### config.mk
export PLATFORM = sky130hd
export DESIGN_NAME = load_store_path
export DESIGN_NICKNAME = d
export VERILOG_FILES = /design/src/design/lsu_pkg.sv /design/src/design/load_store_path.sv /design/src/design/load_align_stage.sv /design/src/design/mem_access_stage.sv /design/src/design/addr_gen_stage.sv
export SDC_FILE = /design/constraint.sdc
export NUM_CORES = 1
export LEC_CHECK = 0
export BUFFER_PORTS_ARGS = -buffer_cell sky130_fd_sc_hd__clkbuf_2
export CORE_ASPECT_RATIO = 2
export CORE_UTILIZATION = 52
export CTS_CLUSTER_DIAMETER = 200
export DETAILED_ROUTE_END_ITERATION = 7
export GPL_TIMING_DRIVEN = 0
export HOLD_SLACK_MARGIN = 0.1
export PLACE_DENSITY = 0.93
export SLEW_MARGIN = 25
export SYNTH_ARGS = -nofsm -noshare
export SYNTH_HDL_FRONTEND = slang
export SYNTH_SLANG_ARGS = --single-unit
### constraint.sdc
create_clock -name clk -period 8.6 [get_ports clk]
set_input_delay 1.72 -clock clk [delete_from_list [all_inputs] [get_ports clk]]
set_output_delay 1.72 -clock clk [all_outputs]
set_load 0.02 [all_outputs]
### src/design/lsu_pkg.sv
package lsu_pkg;

    // operation code fields.
    localparam int OP_W        = 5;
    localparam int OP_LOAD     = 0;
    localparam int OP_STORE    = 1;
    localparam int OP_SIZE     = 2;  // lsb of the two size bits.
    localparam int OP_UNSIGNED = 4;

    localparam logic [1:0] SIZE_BYTE = 2'd0;
    localparam logic [1:0] SIZE_HALF = 2'd1;
    localparam logic [1:0] SIZE_WORD = 2'd2;

    // memory access states.
    localparam logic [1:0] ST_IDLE = 2'd0;
    localparam logic [1:0] ST_BUSY = 2'd1;
    localparam logic [1:0] ST_DONE = 2'd2;

    // addresses in this window use INCR bursts.
    localparam logic [31:0] SDRAM_BASE = 32'hA000_0000;
    localparam logic [31:0] SDRAM_END  = 32'hBFFF_FFFF;

    localparam logic [3:0] AXI_ID          = 4'h0;
    localparam logic [7:0] AXI_LEN_SINGLE  = 8'h00;
    localparam logic [2:0] AXI_SIZE_WORD   = 3'd2;
    localparam logic [1:0] AXI_BURST_INCR  = 2'b01;
    localparam logic [1:0] AXI_BURST_FIXED = 2'b00;
    localparam logic [1:0] RESP_OKAY       = 2'b00;

    typedef union packed {
        logic [3:0][7:0]  b;
        logic [1:0][15:0] h;
        logic [31:0]      w;
    } data_word_u;

endpackage
### src/design/load_store_path.sv
module load_store_path (
    input  logic                    clk,
    input  logic                    rst,
    input  logic                    in_valid,
    output logic                    in_ready,
    input  logic [lsu_pkg::OP_W-1:0] in_op,
    input  logic [31:0]             in_base,
    input  logic [31:0]             in_offset,
    input  logic [31:0]             in_store_data,
    output logic                    out_valid,
    input  logic                    out_ready,
    output logic [31:0]             out_data,
    output logic                    out_fault,

    output logic                    awvalid,
    input  logic                    awready,
    output logic [31:0]             awaddr,
    output logic [3:0]              awid,
    output logic [7:0]              awlen,
    output logic [2:0]              awsize,
    output logic [1:0]              awburst,
    output logic                    wvalid,
    input  logic                    wready,
    output logic [31:0]             wdata,
    output logic [3:0]              wstrb,
    output logic                    wlast,
    input  logic                    bvalid,
    output logic                    bready,
    input  logic [1:0]              bresp,
    input  logic [3:0]              bid,
    output logic                    arvalid,
    input  logic                    arready,
    output logic [31:0]             araddr,
    output logic [3:0]              arid,
    output logic [7:0]              arlen,
    output logic [2:0]              arsize,
    output logic [1:0]              arburst,
    input  logic                    rvalid,
    output logic                    rready,
    input  logic [31:0]             rdata,
    input  logic [1:0]              rresp,
    input  logic                    rlast,
    input  logic [3:0]              rid
);
    import lsu_pkg::*;

    logic            ag_valid;
    logic            ag_ready;
    logic [OP_W-1:0] ag_op;
    logic [31:0]     ag_addr;
    logic [31:0]     ag_data;
    logic            ag_misaligned;
    logic            ma_valid;
    logic            ma_ready;
    logic [OP_W-1:0] ma_op;
    logic [1:0]      ma_addr_lo;
    logic [31:0]     ma_data;
    logic            ma_fault;

    addr_gen_stage u_addr_gen (
        .clk           (clk),
        .rst           (rst),
        .in_valid      (in_valid),
        .in_ready      (in_ready),
        .in_op         (in_op),
        .in_base       (in_base),
        .in_offset     (in_offset),
        .in_store_data (in_store_data),
        .ag_valid      (ag_valid),
        .ag_ready      (ag_ready),
        .ag_op         (ag_op),
        .ag_addr       (ag_addr),
        .ag_data       (ag_data),
        .ag_misaligned (ag_misaligned)
    );

    mem_access_stage u_mem_access (
        .clk           (clk),
        .rst           (rst),
        .ag_valid      (ag_valid),
        .ag_ready      (ag_ready),
        .ag_op         (ag_op),
        .ag_addr       (ag_addr),
        .ag_data       (ag_data),
        .ag_misaligned (ag_misaligned),
        .ma_valid      (ma_valid),
        .ma_ready      (ma_ready),
        .ma_op         (ma_op),
        .ma_addr_lo    (ma_addr_lo),
        .ma_data       (ma_data),
        .ma_fault      (ma_fault),
        .awvalid       (awvalid),
        .awready       (awready),
        .awaddr        (awaddr),
        .awid          (awid),
        .awlen         (awlen),
        .awsize        (awsize),
        .awburst       (awburst),
        .wvalid        (wvalid),
        .wready        (wready),
        .wdata         (wdata),
        .wstrb         (wstrb),
        .wlast         (wlast),
        .bvalid        (bvalid),
        .bready        (bready),
        .bresp         (bresp),
        .bid           (bid),
        .arvalid       (arvalid),
        .arready       (arready),
        .araddr        (araddr),
        .arid          (arid),
        .arlen         (arlen),
        .arsize        (arsize),
        .arburst       (arburst),
        .rvalid        (rvalid),
        .rready        (rready),
        .rdata         (rdata),
        .rresp         (rresp),
        .rlast         (rlast),
        .rid           (rid)
    );

    load_align_stage u_load_align (
        .clk        (clk),
        .rst        (rst),
        .ma_valid   (ma_valid),
        .ma_ready   (ma_ready),
        .ma_op      (ma_op),
        .ma_addr_lo (ma_addr_lo),
        .ma_data    (ma_data),
        .ma_fault   (ma_fault),
        .out_valid  (out_valid),
        .out_ready  (out_ready),
        .out_data   (out_data),
        .out_fault  (out_fault)
    );

endmodule

### src/design/load_align_stage.sv
module load_align_stage (
    input  logic                    clk,
    input  logic                    rst,
    input  logic                    ma_valid,
    output logic                    ma_ready,
    input  logic [lsu_pkg::OP_W-1:0] ma_op,
    input  logic [1:0]              ma_addr_lo,
    input  logic [31:0]             ma_data,
    input  logic                    ma_fault,
    output logic                    out_valid,
    input  logic                    out_ready,
    output logic [31:0]             out_data,
    output logic                    out_fault
);
    import lsu_pkg::*;

    logic        take;
    data_word_u  word;
    logic [7:0]  byte_sel;
    logic [15:0] half_sel;
    logic        uns;
    logic [31:0] result;

    assign ma_ready = !out_valid || out_ready;
    assign take     = ma_valid && ma_ready;
    assign word     = ma_data;
    assign byte_sel = word.b[ma_addr_lo];
    assign half_sel = word.h[ma_addr_lo[1]];
    assign uns      = ma_op[OP_UNSIGNED];

    always_comb begin
        result = ma_data;  // pass-through keeps its address.
        if (ma_op[OP_LOAD]) begin
            case (ma_op[OP_SIZE +: 2])
                SIZE_BYTE: result = {{24{byte_sel[7] & ~uns}}, byte_sel};
                SIZE_HALF: result = {{16{half_sel[15] & ~uns}}, half_sel};
                default:   result = ma_data;
            endcase
        end else if (ma_op[OP_STORE]) begin
            result = 32'h0;
        end
    end

    always_ff @(posedge clk or posedge rst) begin
        if (rst) begin
            out_valid <= 1'b0;
        end else if (take) begin
            out_valid <= 1'b1;
        end else if (out_ready) begin
            out_valid <= 1'b0;
        end
    end

    always_ff @(posedge clk) begin
        if (take) begin
            out_data  <= result;
            out_fault <= ma_fault;
        end
    end

endmodule

### src/design/mem_access_stage.sv
module mem_access_stage (
    input  logic                    clk,
    input  logic                    rst,
    input  logic                    ag_valid,
    output logic                    ag_ready,
    input  logic [lsu_pkg::OP_W-1:0] ag_op,
    input  logic [31:0]             ag_addr,
    input  logic [31:0]             ag_data,
    input  logic                    ag_misaligned,
    output logic                    ma_valid,
    input  logic                    ma_ready,
    output logic [lsu_pkg::OP_W-1:0] ma_op,
    output logic [1:0]              ma_addr_lo,
    output logic [31:0]             ma_data,
    output logic                    ma_fault,

    output logic                    awvalid,
    input  logic                    awready,
    output logic [31:0]             awaddr,
    output logic [3:0]              awid,
    output logic [7:0]              awlen,
    output logic [2:0]              awsize,
    output logic [1:0]              awburst,
    output logic                    wvalid,
    input  logic                    wready,
    output logic [31:0]             wdata,
    output logic [3:0]              wstrb,
    output logic                    wlast,
    input  logic                    bvalid,
    output logic                    bready,
    input  logic [1:0]              bresp,
    input  logic [3:0]              bid,
    output logic                    arvalid,
    input  logic                    arready,
    output logic [31:0]             araddr,
    output logic [3:0]              arid,
    output logic [7:0]              arlen,
    output logic [2:0]              arsize,
    output logic [1:0]              arburst,
    input  logic                    rvalid,
    output logic                    rready,
    input  logic [31:0]             rdata,
    input  logic [1:0]              rresp,
    input  logic                    rlast,
    input  logic [3:0]              rid
);
    import lsu_pkg::*;

    logic [1:0]  state;
    logic        take;
    logic        is_load;
    logic        is_store;
    logic        is_sdram;
    logic [1:0]  op_size;
    logic [31:0] req_addr;
    logic [1:0]  burst;
    logic        read_done;
    logic        write_done;
    data_word_u  store_lanes;
    logic [3:0]  store_strb;

    assign ag_ready   = (state == ST_IDLE);
    assign ma_valid   = (state == ST_DONE);
    assign take       = ag_valid && ag_ready;
    assign is_load    = ag_op[OP_LOAD];
    assign is_store   = ag_op[OP_STORE];
    assign op_size    = ag_op[OP_SIZE +: 2];
    assign is_sdram   = (ag_addr >= SDRAM_BASE) && (ag_addr <= SDRAM_END);
    assign read_done  = rvalid && rready;
    assign write_done = bvalid && bready;

    // single-beat word transfers only.
    assign awaddr  = req_addr;
    assign awid    = AXI_ID;
    assign awlen   = AXI_LEN_SINGLE;
    assign awsize  = AXI_SIZE_WORD;
    assign awburst = burst;
    assign wlast   = 1'b1;
    assign araddr  = req_addr;
    assign arid    = AXI_ID;
    assign arlen   = AXI_LEN_SINGLE;
    assign arsize  = AXI_SIZE_WORD;
    assign arburst = burst;

    always_comb begin
        store_lanes.w = '0;
        store_strb    = 4'b0000;
        case (op_size)
            SIZE_BYTE: begin
                store_lanes.b[ag_addr[1:0]] = ag_data[7:0];
                store_strb = 4'b0001 << ag_addr[1:0];
            end
            SIZE_HALF: begin
                store_lanes.h[ag_addr[1]] = ag_data[15:0];
                store_strb = ag_addr[1] ? 4'b1100 : 4'b0011;
            end
            default: begin
                store_lanes.w = ag_data;
                store_strb    = 4'b1111;
            end
        endcase
    end

    always_ff @(posedge clk or posedge rst) begin
        if (rst) begin
            state   <= ST_IDLE;
            awvalid <= 1'b0;
            wvalid  <= 1'b0;
            bready  <= 1'b0;
            arvalid <= 1'b0;
            rready  <= 1'b0;
        end else begin
            case (state)
                ST_IDLE: begin
                    if (take) begin
                        if (ag_misaligned || !(is_load || is_store)) begin
                            state <= ST_DONE;  // no bus access needed.
                        end else if (is_load) begin
                            arvalid <= 1'b1;
                            state   <= ST_BUSY;
                        end else begin
                            awvalid <= 1'b1;
                            wvalid  <= 1'b1;
                            bready  <= 1'b1;
                            state   <= ST_BUSY;
                        end
                    end
                end
                ST_BUSY: begin
                    if (arvalid && arready) begin
                        arvalid <= 1'b0;
                        rready  <= 1'b1;
                    end
                    if (read_done) begin
                        rready <= 1'b0;
                        state  <= ST_DONE;
                    end
                    if (awvalid && awready) begin
                        awvalid <= 1'b0;
                    end
                    if (wvalid && wready) begin
                        wvalid <= 1'b0;
                    end
                    if (write_done) begin
                        bready <= 1'b0;
                        state  <= ST_DONE;
                    end
                end
                ST_DONE: begin
                    if (ma_ready) begin
                        state <= ST_IDLE;
                    end
                end
                default: state <= ST_IDLE;
            endcase
        end
    end

    // a response with a stray id or a missing last is reported as a fault as well.
    always_ff @(posedge clk) begin
        if (take) begin
            ma_op      <= ag_op;
            ma_addr_lo <= ag_addr[1:0];
            ma_fault   <= ag_misaligned;
            ma_data    <= (is_load || is_store) ? 32'h0 : ag_addr;
            req_addr   <= ag_addr;
            burst      <= is_sdram ? AXI_BURST_INCR : AXI_BURST_FIXED;
            wdata      <= store_lanes.w;
            wstrb      <= store_strb;
        end
        if (read_done) begin
            ma_data  <= rdata;
            ma_fault <= (rresp != RESP_OKAY) || (rid != AXI_ID) || !rlast;
        end
        if (write_done) begin
            ma_fault <= (bresp != RESP_OKAY) || (bid != AXI_ID);
        end
    end

endmodule

### src/design/addr_gen_stage.sv
module addr_gen_stage (
    input  logic                    clk,
    input  logic                    rst,
    input  logic                    in_valid,
    output logic                    in_ready,
    input  logic [lsu_pkg::OP_W-1:0] in_op,
    input  logic [31:0]             in_base,
    input  logic [31:0]             in_offset,
    input  logic [31:0]             in_store_data,
    output logic                    ag_valid,
    input  logic                    ag_ready,
    output logic [lsu_pkg::OP_W-1:0] ag_op,
    output logic [31:0]             ag_addr,
    output logic [31:0]             ag_data,
    output logic                    ag_misaligned
);
    import lsu_pkg::*;

    logic        take;
    logic [31:0] sum;
    logic [1:0]  size;
    logic        is_mem;
    logic        misaligned;

    assign in_ready = !ag_valid || ag_ready;  // the register frees up as it is taken.
    assign take     = in_valid && in_ready;
    assign sum      = in_base + in_offset;
    assign size     = in_op[OP_SIZE +: 2];
    assign is_mem   = in_op[OP_LOAD] || in_op[OP_STORE];

    always_comb begin
        misaligned = 1'b0;
        if (is_mem) begin
            if (size == SIZE_HALF) begin
                misaligned = sum[0];
            end else if (size == SIZE_WORD) begin
                misaligned = (sum[1:0] != 2'b00);
            end
        end
    end

    always_ff @(posedge clk or posedge rst) begin
        if (rst) begin
            ag_valid <= 1'b0;
        end else if (take) begin
            ag_valid <= 1'b1;
        end else if (ag_ready) begin
            ag_valid <= 1'b0;
        end
    end

    always_ff @(posedge clk) begin
        if (take) begin
            ag_op         <= in_op;
            ag_addr       <= sum;
            ag_data       <= in_store_data;
            ag_misaligned <= misaligned;
        end
    end

endmodule

== Word-level counts from Yosys, hierarchy flattened ==
Index checks and enable logic that the tools add are counted.
Storage, ports and cells
  flip-flop bits (word level): 222
  input bits: 155
  logic and storage cells: 145
Operators by class
  $add $sub $neg: 1
  magnitude comparators: 8
  eq/ne operators: 16
  shifts and indexed selects: 1
  multiplexer cells: 49
  bitwise operators: 5
  reductions and logical operators: 43
Operators with widths (number)
  32-bit two-way mux: 5
  32-bit case mux with 2 select lines: 2
  32-bit AND: 2
  16-bit two-way mux: 3
  32-bit adder: 1
  32-bit greater-or-equal comparator (second input constant): 1
  32-bit <= comparator (second input constant): 1
  1-bit two-way mux: 22
  5-bit AND reduction: 4
  8-bit binary-select mux with 2-bit select: 1
  16-bit demux with 1-bit select: 1
  8-bit demux with 2-bit select: 1
  8-bit two-way mux: 2
  2-bit nonzero test: 8
  1-bit logical AND: 11
  2-bit two-way mux: 5
  2-bit by 1-bit != test with 1-bit output (second input constant): 5
  2-bit by 1-bit equality test with 1-bit output (second input constant): 4
  1-bit logical OR: 8
  2-bit != test (second input constant): 4
  1-bit case mux with 2 select lines: 4
  4-bit case mux with 2 select lines: 1
  4-bit nonzero test: 2
  2-bit zero test: 3
  15 further kinds: 22

== Longest topological paths before layout ==
Gate-level depths: netlist of run 1.
  word-level depth: 6
  mapped depth: 9

== Hierarchy ==
From an unflattened synthesis of run 1, not the netlist that was laid out.
Unflattened totals
  cell total of the unflattened synthesis: 803
  area, all modules: 10699.0 um2
By module, submodules not included
  mem_access_stage: times used 1, cells each 346, area an instance 4952.2 um2
  addr_gen_stage: times used 1, cells each 320, area an instance 3920.0 um2
  load_align_stage: times used 1, cells each 137, area an instance 1826.8 um2

== Least setup slack after synthesis of run 1 ==
OpenSTA, ideal clock, no wires.
  path kind: register to register
  start point: register u_mem_access.state[1]
  end point: register u_mem_access.ma_fault, enable pin
  library setup time: 0.293 ns
  arrival time: 7.286 ns
  data required time: 8.307 ns
  setup slack: 1.021 ns
  cell stages (with the launch flop): 5
  cells stage by stage: dfrtp_1 clkbuf_1 nor3b_1 or2_2 nand2b_1
On the way
  word-level cells in the longest chain between the ends: 3
RTL lines
  start: declaration: RTL line mem_access_stage.sv:49  | logic [1:0] state;
  start signal: assignment: RTL line mem_access_stage.sv:106  | state <= ST_IDLE;
  start signal: assignment: RTL line mem_access_stage.sv:117  | state <= ST_DONE;
  start signal: assignment: RTL line mem_access_stage.sv:120  | state <= ST_BUSY;
  2-bit zero test: RTL line mem_access_stage.sv:62  | assign ag_ready = (state == ST_IDLE);
  1-bit logical AND: RTL line mem_access_stage.sv:64  | assign take = ag_valid && ag_ready;
  named net u_mem_access.take: RTL line mem_access_stage.sv:50  | logic take;
  3-bit nonzero test (no line)
  end signal: assignment: RTL line mem_access_stage.sv:164  | ma_fault <= ag_misaligned;
  end signal: assignment: RTL line mem_access_stage.sv:173  | ma_fault <= (rresp != RESP_OKAY) || (rid != AXI_ID) || !rlast;
  end signal: assignment: RTL line mem_access_stage.sv:176  | ma_fault <= (bresp != RESP_OKAY) || (bid != AXI_ID);
  end: declaration: RTL line mem_access_stage.sv:15  | output logic ma_fault,
The timed path passes the listed nets, and every way through them passes these cells.
A chain may end at the register's enable or synchronous reset.

== Worst setup path in the final report of run 1 ==
  start point: input in_base[0]
  end point: register u_addr_gen.ag_addr[28], data pin
On the way
  word-level cells in the longest chain between the ends: 1
RTL lines
  start: declaration: RTL line load_store_path.sv:7  | input logic [31:0] in_base,
  32-bit adder: RTL line addr_gen_stage.sv:27  | assign sum = in_base + in_offset;
  named net u_addr_gen.sum[28]: RTL line addr_gen_stage.sv:20  | logic [31:0] sum;
  end signal: assignment: RTL line addr_gen_stage.sv:55  | ag_addr <= sum;
  end: declaration: RTL line addr_gen_stage.sv:13  | output logic [31:0] ag_addr,
The timed path passes the listed nets, and every way through them passes these cells.

==> impl_metrics.tcl, run 1 <==
set metrics [dict create \
    grt_overflow 0 \
    min-delay-start "u_addr_gen.ag_op[4]" \
    setup_tns_ps 0 \
    io_pins 330 \
    synth_area_leader_cell "edfxtp_1" \
    synth_cells 794 \
    dp_hpwl_mm 21.66 \
    p_total_uw 4498 \
    clkLatencyLatePin_ps 490 \
    grt_pass1_wl_mm 41.03 \
    synthesis.area_um2 10560 \
    slew_headroom_pct 26.91 \
    hp-class "register to register" \
    die_area_um2 20920 \
    final_cell_mix "296 x clkbuf_2, 210 x edfxtp_1, 73 x buf_4" \
    port_buffers 296 \
    rsz0062_at_grt "false" \
    post-route-period-util_pct 45.16 \
    dr.pass1.iters 8 \
    reg2reg_slack_ps 5690 \
    die_h_um 203.5 \
    synthFlopType "edfxtp_1" \
    seq_area_frac_synth_pct 61.85 \
    num_rows 73 \
    ir_drop_mv 0.1684 \
    cts_resized 0 \
    final_common_cell "clkbuf_2" \
    routed_wl_mm 27.63 \
    timing.fmax_ghz 0.2575 \
    avgViaCountPerCell 5.530 \
    first_iter_violations 576 \
    status "finished, final reports clean" \
    slew_violations 0 \
    critical_path_class "input pin to register" \
    die_w_um 102.8 \
    setup.worst_path.start_class "input pin" \
    cts_root_buf "clkbuf_16" \
    worst_pin_slew_ps 1088 \
    fillCellCount 1533 \
    post-cts-setup-buffers 0 \
    grt_pass1_vias 7758 \
    postRouteAntennaNets 0 \
    leakagePower_uw 0.005933 \
    arrival_ps 4120 \
    initial_utilization_pct 53.04 \
    worstPathRequired_ps 8840 \
    cts_sinks 219 \
    synth-async-reset-ratio_pct 4.110 \
    grt_usage_pct 26.36 \
    worstReg2RegStart "u_mem_access.state[1]" \
    ys_warn_count 0 \
    core_area_um2 19910 \
    tritoncts "yes" \
    fin_crit_ps 3884 \
    area_growth_pct 25.40 \
    ys_types 64 \
    skew_ps 10.29 \
    nNetsFinal 1339 \
    wl_per_cell_um 19.34 \
    clockBufferDepth 3 \
    hold_viol 0 \
    avgSynthCellArea_um2 13.30 \
    setup_ws_ps 4716 \
    synth-seq-cells 219 \
    crit_path_start "in_base[0]" \
    cts_inserted_buffers 19 \
    antenna_found_initial 2 \
    cts_hold_buf 0 \
    cts_max_level 1 \
    end_kind "register" \
    cap_violations 0 \
    gp_congestion 0.9371 \
    synth_edf_count 210 \
    grt_max_degree 54 \
    synth_top_area_share_pct 59.72 \
    place_ws_ps 4243 \
    synth_area_leaders "edfxtp_1 60%, a22o_1 5.7%, buf_4 4.7%, ha_1 3.7%, a21o_1 3.2%" \
    final_util_pct 66.51 \
    drive_above_1_share_pct 35.79 \
    clk_pin_slew_ps 70 \
    vias 7903 \
    drc 0 \
    worstPathMaxFanout 4 \
    setup_viol 0 \
    powerDensity_nw_per_um2 339.7 \
]
[critical path, stage by stage]
cell and delay [ps]:
clkbuf_2 90, ha_1 230, fa_1 410, a21o_2 250, a31o_1 270, a21boi_4 200, a31oi_4 150, a211o_1 390
a311oi_2 300, xnor2_1 100
[per-layer routing]
metal | vias to the layer above | global-route usage [%] | wire length (um)
met5 | - | 0 | 0
met3 | 96 | 2.707 | 1328
met2 | 360 | 48.50 | 15060
li1 | 3677 | - | -
met4 | 0 | 13.83 | 1546
met1 | 3770 | 28.97 | 9700
[power by group]
part / internal (uW) / switching, uW
combinational: 624 / 1050
clock: 482 / 367
sequential: 1740 / 243
[layout make-up]
type	count	area, um^2	share of cell area [%]
Sequential cell	219	6531	49.32
Buffer	101	636.9	4.809
Antenna cell	2	5.005	0.03779
Timing Repair Buffer	306	1593	12.03
Clock inverter	8	103.9	0.7842
Tap cell	262	327.8	2.475
Clock buffer	26	511.7	3.864
Inverter	20	75.07	0.5669
Multi-Input combinational cell	485	3458	26.11
[registers in the layout, indices dropped and copies added (netlist names), 2 cells and up]
signal	cells
u_addr_gen.ag_data	32
u_mem_access.ma_data	32
u_mem_access.state	2
u_mem_access.ma_op	5
u_addr_gen.ag_op	5
u_addr_gen.ag_addr	32
u_mem_access.wstrb	4
u_mem_access.araddr	32
u_load_align.out_data	32
u_mem_access.wdata	32
[cells by family after synthesis]
kind of cell | after synthesis | synth area share [%]
AO/OA/AOI/OAI | 237 | 17.18
XOR/XNOR | 30 | 2.488
adder cells (fa/ha/maj) | 32 | 3.863
buffers and inverters | 121 | 6.742
flip-flops | 219 | 61.85
multiplexers | 10 | 1.078
other | 2 | 0.07112
AND/OR/NAND/NOR | 143 | 6.730
[stage by stage]
step | cells | hold WS (ps) | cell area [um^2]
floorplan | 825 | 400.3 | 10680
global placement | 1383 | 407.6 | 12490
detailed placement | 1393 | 409.3 | 12610
CTS | 1427 | 425.2 | 13230
global route | 1429 | 441.6 | 13240
finish | 1429 | 428.3 | 13240
[worst paths after layout]
kind,to,depth (start not counted)
worst max register to register,u_mem_access.ma_fault,6
worst min-delay path,u_mem_access.ma_op[4],0
min in group asynchronous,u_addr_gen.ag_valid,2
max in group asynchronous,u_mem_access.state[0],2
worst max-delay path,u_addr_gen.ag_addr[28],10
worst min register to register,u_mem_access.ma_op[4],0
[synth_stat cells (3+ instances only)]
cell type  count
dfrtp_1        9
xor2_1        16
nor2b_1       13
and3_1         7
clkbuf_1      32
mux2i_1        8
a221o_1        9
o21a_1         3
buf_4         66
a222oi_1       8
nor2_1        31
edfxtp_1     210
nand2b_1       9
o22ai_1        4
nand2_1       39
inv_1         19
nand3_1       10
o21ai_0       28
a211o_1        4
o21bai_1       3
ha_1          31
a21o_1        45
xnor2_1       14
nand4_1        6
a21oi_1       28
nor3_1        10
a31oi_1       14
nor3b_1        3
o211ai_1       4
a22o_1        69
and2_1         5
No activity file was read; power rests on OpenSTA's default activity.
==> run 2, diff against run 1 <==
clock period = 3.8 ns   (was 8.6 ns; I/O delays follow)
==> impl_metrics.tcl, run 2 (synthesis results as in run 1) <==
set metrics [dict create \
    powerDensity_nw_per_um2 762.1 \
    dp_hpwl_mm 21.68 \
    timing.fmax_ghz 0.3443 \
    cts_max_level 1 \
    r2r_cells 8 \
    post-route-period-util_pct 76.44 \
    wl_per_cell_um 18.98 \
    multi_input_comb_area_um2 3460 \
    skew_ps 17.19 \
    hold_viol 0 \
    initial_utilization_pct 53.04 \
    place_ws_ps 406.6 \
    die_area_um2 20920 \
    setup_viol 0 \
    cap_violations 0 \
    area_growth_pct 25.26 \
    setup_tns_ps 0 \
    fin_crit_ps 2905 \
    gp_congestion 0.8956 \
    avgViaCountPerCell 5.428 \
    worstPathRequired_ps 4040 \
    antenna_found_initial 5 \
    final_util_pct 66.43 \
    fillCellCount 1558 \
    first_iter_violations 457 \
    fin_area_um2 13230 \
    num_rows 73 \
    vias 7751 \
    cts_root_buf "clkbuf_16" \
    clk_pin_slew_ps 70 \
    postRouteAntennaNets 0 \
    grt_overflow 0 \
    routed_wl_mm 27.11 \
    final_common_cell "clkbuf_2" \
    r2r-end "u_mem_access.ma_fault" \
    drc 0 \
    post-cts-setup-buffers 0 \
    hp-class "input pin to asynchronous set/reset pin" \
    nNetsFinal 1336 \
    end_kind "register" \
    cts_inserted_buffers 18 \
    dr.pass1.iters 7 \
    worst_pin_slew_ps 1020 \
    cts_sinks 219 \
    die_h_um 203.5 \
    rsz0062_at_grt "false" \
    clkLatencyLatePin_ps 480 \
    reg2reg_slack_ps 1080 \
    regArea_um2 6531 \
    setup_ws_ps 895.1 \
    drive_above_1_share_pct 35.92 \
    io_pins 330 \
    grt_pass1_wl_mm 39.84 \
    slew_violations 0 \
    grt_max_degree 53 \
    core_area_um2 19910 \
    tritoncts "yes" \
    grt_usage_pct 25.89 \
    cts_resized 0 \
    clockBufferDepth 3 \
    slew_headroom_pct 31.84 \
    die_w_um 102.8 \
    worstPathMaxFanout 4 \
    port_buffers 296 \
    cts_hold_buf 0 \
    arrival_ps 3140 \
    ir_drop_mv 0.3781 \
    setup.worst_path.start_class "input pin" \
    grt_pass1_vias 7560 \
    placed_cell_area_um2 12630 \
    worstReg2RegStart "u_mem_access.state[1]" \
    status "finished, final reports clean" \
    critical_path_class "input pin to register" \
    leakagePower_uw 0.005926 \
    final_cell_mix "296 x clkbuf_2, 210 x edfxtp_1, 69 x a22o_1" \
]
run 2: changes by cell type in the layout (fill, tap and decap cells not counted), moves of 3 or more:
| cell | delta |
|---|---|
| clkbuf_1 | -4 |
| buf_6 | +4 |
| diode_2 | +3 |
| clkinv_2 | +4 |
| buf_4 | -7 |
run 2: critical path, cell delays in order:
cell,delay (ps)
clkbuf_2,100
ha_1,220
fa_1,410
a21o_2,250
a31o_1,270
a21boi_4,200
a31oi_4,140
a211o_1,390
a311oi_2,310
xnor2_1,100
run 2: per-stage QoR:
step / cells / hold slack (ps) / power [uW]
floorplan: 825 / 400.3 / 6863
global placement: 1383 / 402.7 / 8099
detailed placement: 1391 / 409.0 / 8285
CTS: 1423 / 223.8 / 10110
global route: 1428 / 254.7 / 10570
finish: 1428 / 222.5 / 10080
run 2: worst max-delay path by stage:
stage                                      from                      to  slack, ps  depth (start not counted)
after CTS                         in_offset[16]  u_addr_gen.ag_addr[29]        920                         10
after detailed placement             in_base[0]  u_addr_gen.ag_addr[28]        410                         10
after global placement    u_mem_access.state[1]   u_mem_access.ma_fault       -960                          4
after global routing                in_base[16]  u_addr_gen.ag_addr[29]        650                         10
after floorplan           u_mem_access.state[1]   u_mem_access.ma_fault         80                          4
final                                in_base[0]  u_addr_gen.ag_addr[28]        900                         10
run 2: layout make-up:
cell class,instances,share of cell area [%]
Buffer,101,4.815
Multi-Input combinational cell,485,26.15
Clock inverter,9,0.5581
Antenna cell,5,0.09459
Clock buffer,23,3.859
Sequential cell,219,49.38
Tap cell,262,2.478
Inverter,20,0.5675
Timing Repair Buffer,304,12.10
run 2: layer usage:
metal | up-vias | global-route usage (%) | share of wire (%)
li1 | 3678 | - | -
met1 | 3705 | 27.38 | 35
met2 | 293 | 48.83 | 56
met3 | 75 | 2.707 | 4.8
met4 | 0 | 13.33 | 4.7
met5 | - | 0 | 0
run 2: where the power goes:
part / internal, uW / switching [uW] / total (uW)
logic: 1430 / 2350 / 3770
clock network: 1020 / 805 / 1830
registers: 3930 / 551 / 4480
==> run 3, diff against run 2 <==
CORE_UTILIZATION = 47   (was 52)
PLACE_DENSITY = 0.89   (was 0.93)
clock period = 2.5 ns   (was 3.8 ns; I/O delays follow)
==> impl_metrics.tcl, run 3 (synthesis results as in run 1) <==
set metrics [dict create \
    status "finished, final reports clean" \
    grt_usage_pct 24.52 \
    die_h_um 214.0 \
    cap_violations 0 \
    wl_per_cell_um 19.75 \
    grt_max_degree 71 \
    p_comb_share_pct 37.1 \
    io_pins 330 \
    area_growth_pct 26.48 \
    dp_hpwl_mm 22.04 \
    slew_violations 0 \
    final_cell_mix "298 x clkbuf_2, 210 x edfxtp_1, 69 x a22o_1" \
    grt_pass1_wl_mm 42.72 \
    skew_ps 19.67 \
    slew_headroom_pct 30.77 \
    met1_usage_pct 26.54 \
    leakagePower_uw 0.005983 \
    grt_pass1_vias 7931 \
    powerDensity_nw_per_um2 1176 \
    p_clk_share_pct 19.5 \
    grt_overflow 0 \
    pwr-share-seq_pct 43.4 \
    fin_area_um2 13360 \
    final_util_pct 60.54 \
    hold_viol 0 \
    p_total_uw 15710 \
    busiest_layer "met2" \
    p_int_uw 9882 \
    regArea_um2 6531 \
    cts_root_buf "clkbuf_16" \
    net-switching-power_uw 5823 \
    cts_inserted_buffers 19 \
    vias 7970 \
    port_buffers 296 \
    arrival_ps 2720 \
    fillCellCount 1714 \
    routed_wl_mm 28.42 \
    setup_viol 0 \
    final_common_cell "clkbuf_2" \
    cts_max_level 1 \
    ir_drop_mv 0.5905 \
    cts_sinks 219 \
    end_kind "register" \
    drc 0 \
    clk_pin_slew_ps 70 \
    timing.fmax_ghz 0.4051 \
    avgViaCountPerCell 5.539 \
    worst_pin_slew_ps 1038 \
    initial_utilization_pct 47.86 \
    drive_above_1_share_pct 37.33 \
    placed_cell_area_um2 12630 \
    rsz0062_at_grt "true" \
    num_rows 77 \
    core_area_um2 22060 \
    clockBufferDepth 3 \
    die_w_um 108.0 \
    worstPathMaxFanout 3 \
    nNetsFinal 1334 \
    clkLatencyLatePin_ps 510 \
    setup.worst_path.start_class "input pin" \
    switching_share_pct 37.08 \
    postRouteAntennaNets 0 \
    hp-class "input pin to register" \
    met2_usage_pct 45.01 \
    antenna_found_initial 3 \
    die_area_um2 23110 \
    tritoncts "yes" \
    fin_crit_ps 2468 \
    met3_usage_pct 2.620 \
    dr.pass1.iters 8 \
    worstPathRequired_ps 2750 \
    critical_path_class "input pin to register" \
    multi_input_comb_area_um2 3535 \
    gp_congestion 0.9257 \
    first_iter_violations 536 \
    post-route-period-util_pct 98.74 \
]
-- run 3: area by class of cell --
type,instances,share of cell area [%]
Tap cell,276,2.585
Multi-Input combinational cell,485,26.46
Buffer,97,4.778
Sequential cell,219,48.90
Inverter,20,0.5621
Antenna cell,3,0.05621
Clock buffer,19,3.560
Clock inverter,15,1.283
Timing Repair Buffer,305,11.81
-- run 3: power groups by stage --
| stage | clock network (uW) | registers (uW) | logic (uW) |
|---|---|---|---|
| final | 3060 | 6820 | 5830 |
| after floorplan | 0 | 7470 | 2980 |
| after global routing | 3240 | 6930 | 6250 |
| after global placement | 0 | 6880 | 5460 |
| after CTS | 3120 | 6810 | 5800 |
| after detailed placement | 0 | 6880 | 5750 |
-- run 3: critical path: stages --
cell      delay [ps]
clkbuf_2         100
ha_4             170
fa_2             370
a21o_2           220
a31o_4           240
a21boi_4         170
a31oi_4          130
a211o_1          390
a311oi_2         310
xnor2_1          110
-- run 3: metrics by stage --
stage / setup WS (ps) / TNS, ps / std cells / hold slack [ps]
after floorplan: -1180 / -61410 / 825 / 327.9
after global placement: -2248 / -171810 / 1397 / 408.9
after detailed placement: -651.3 / -9676 / 1403 / 405.7
after CTS: 31.96 / 0 / 1435 / 143.7
after global routing: -73.18 / -79.04 / 1439 / 144.3
final: 31.62 / 0 / 1439 / 161.6
-- run 3: worst paths after layout --
check                                      startpoint                        to  slack [ps]  cells past startpoint
worst max-delay path                       in_base[0]    u_addr_gen.ag_addr[28]          30                     10
worst min-delay path                in_store_data[24]    u_addr_gen.ag_data[24]         160                      1
worst max register to register  u_mem_access.ma_op[2]  u_load_align.out_data[6]         200                      8
worst min register to register    u_addr_gen.ag_op[4]     u_mem_access.ma_op[4]         430                      0
max in group asynchronous                         rst       u_addr_gen.ag_valid        1750                      3
min in group asynchronous                         rst      u_mem_access.awvalid         500                      3
-- run 3: per-layer routing --
| metal | up-vias | part of all wire (%) | wire (um) |
|---|---|---|---|
| met3 | 97 | 5.7 | 1621 |
| li1 | 3674 | - | - |
| met1 | 3790 | 34 | 9758 |
| met2 | 409 | 54 | 15460 |
| met4 | 0 | 5.6 | 1582 |
| met5 | - | 0 | 0 |
-- run 3: what timing repair did --
action	CTS	global route
hold endpoints to repair	9	0
gates resized for setup	3	10
setup endpoints to repair	3	18
setup buffers	0	2
cloned	0	0
pin swaps	1	6
hold buffers	1	0
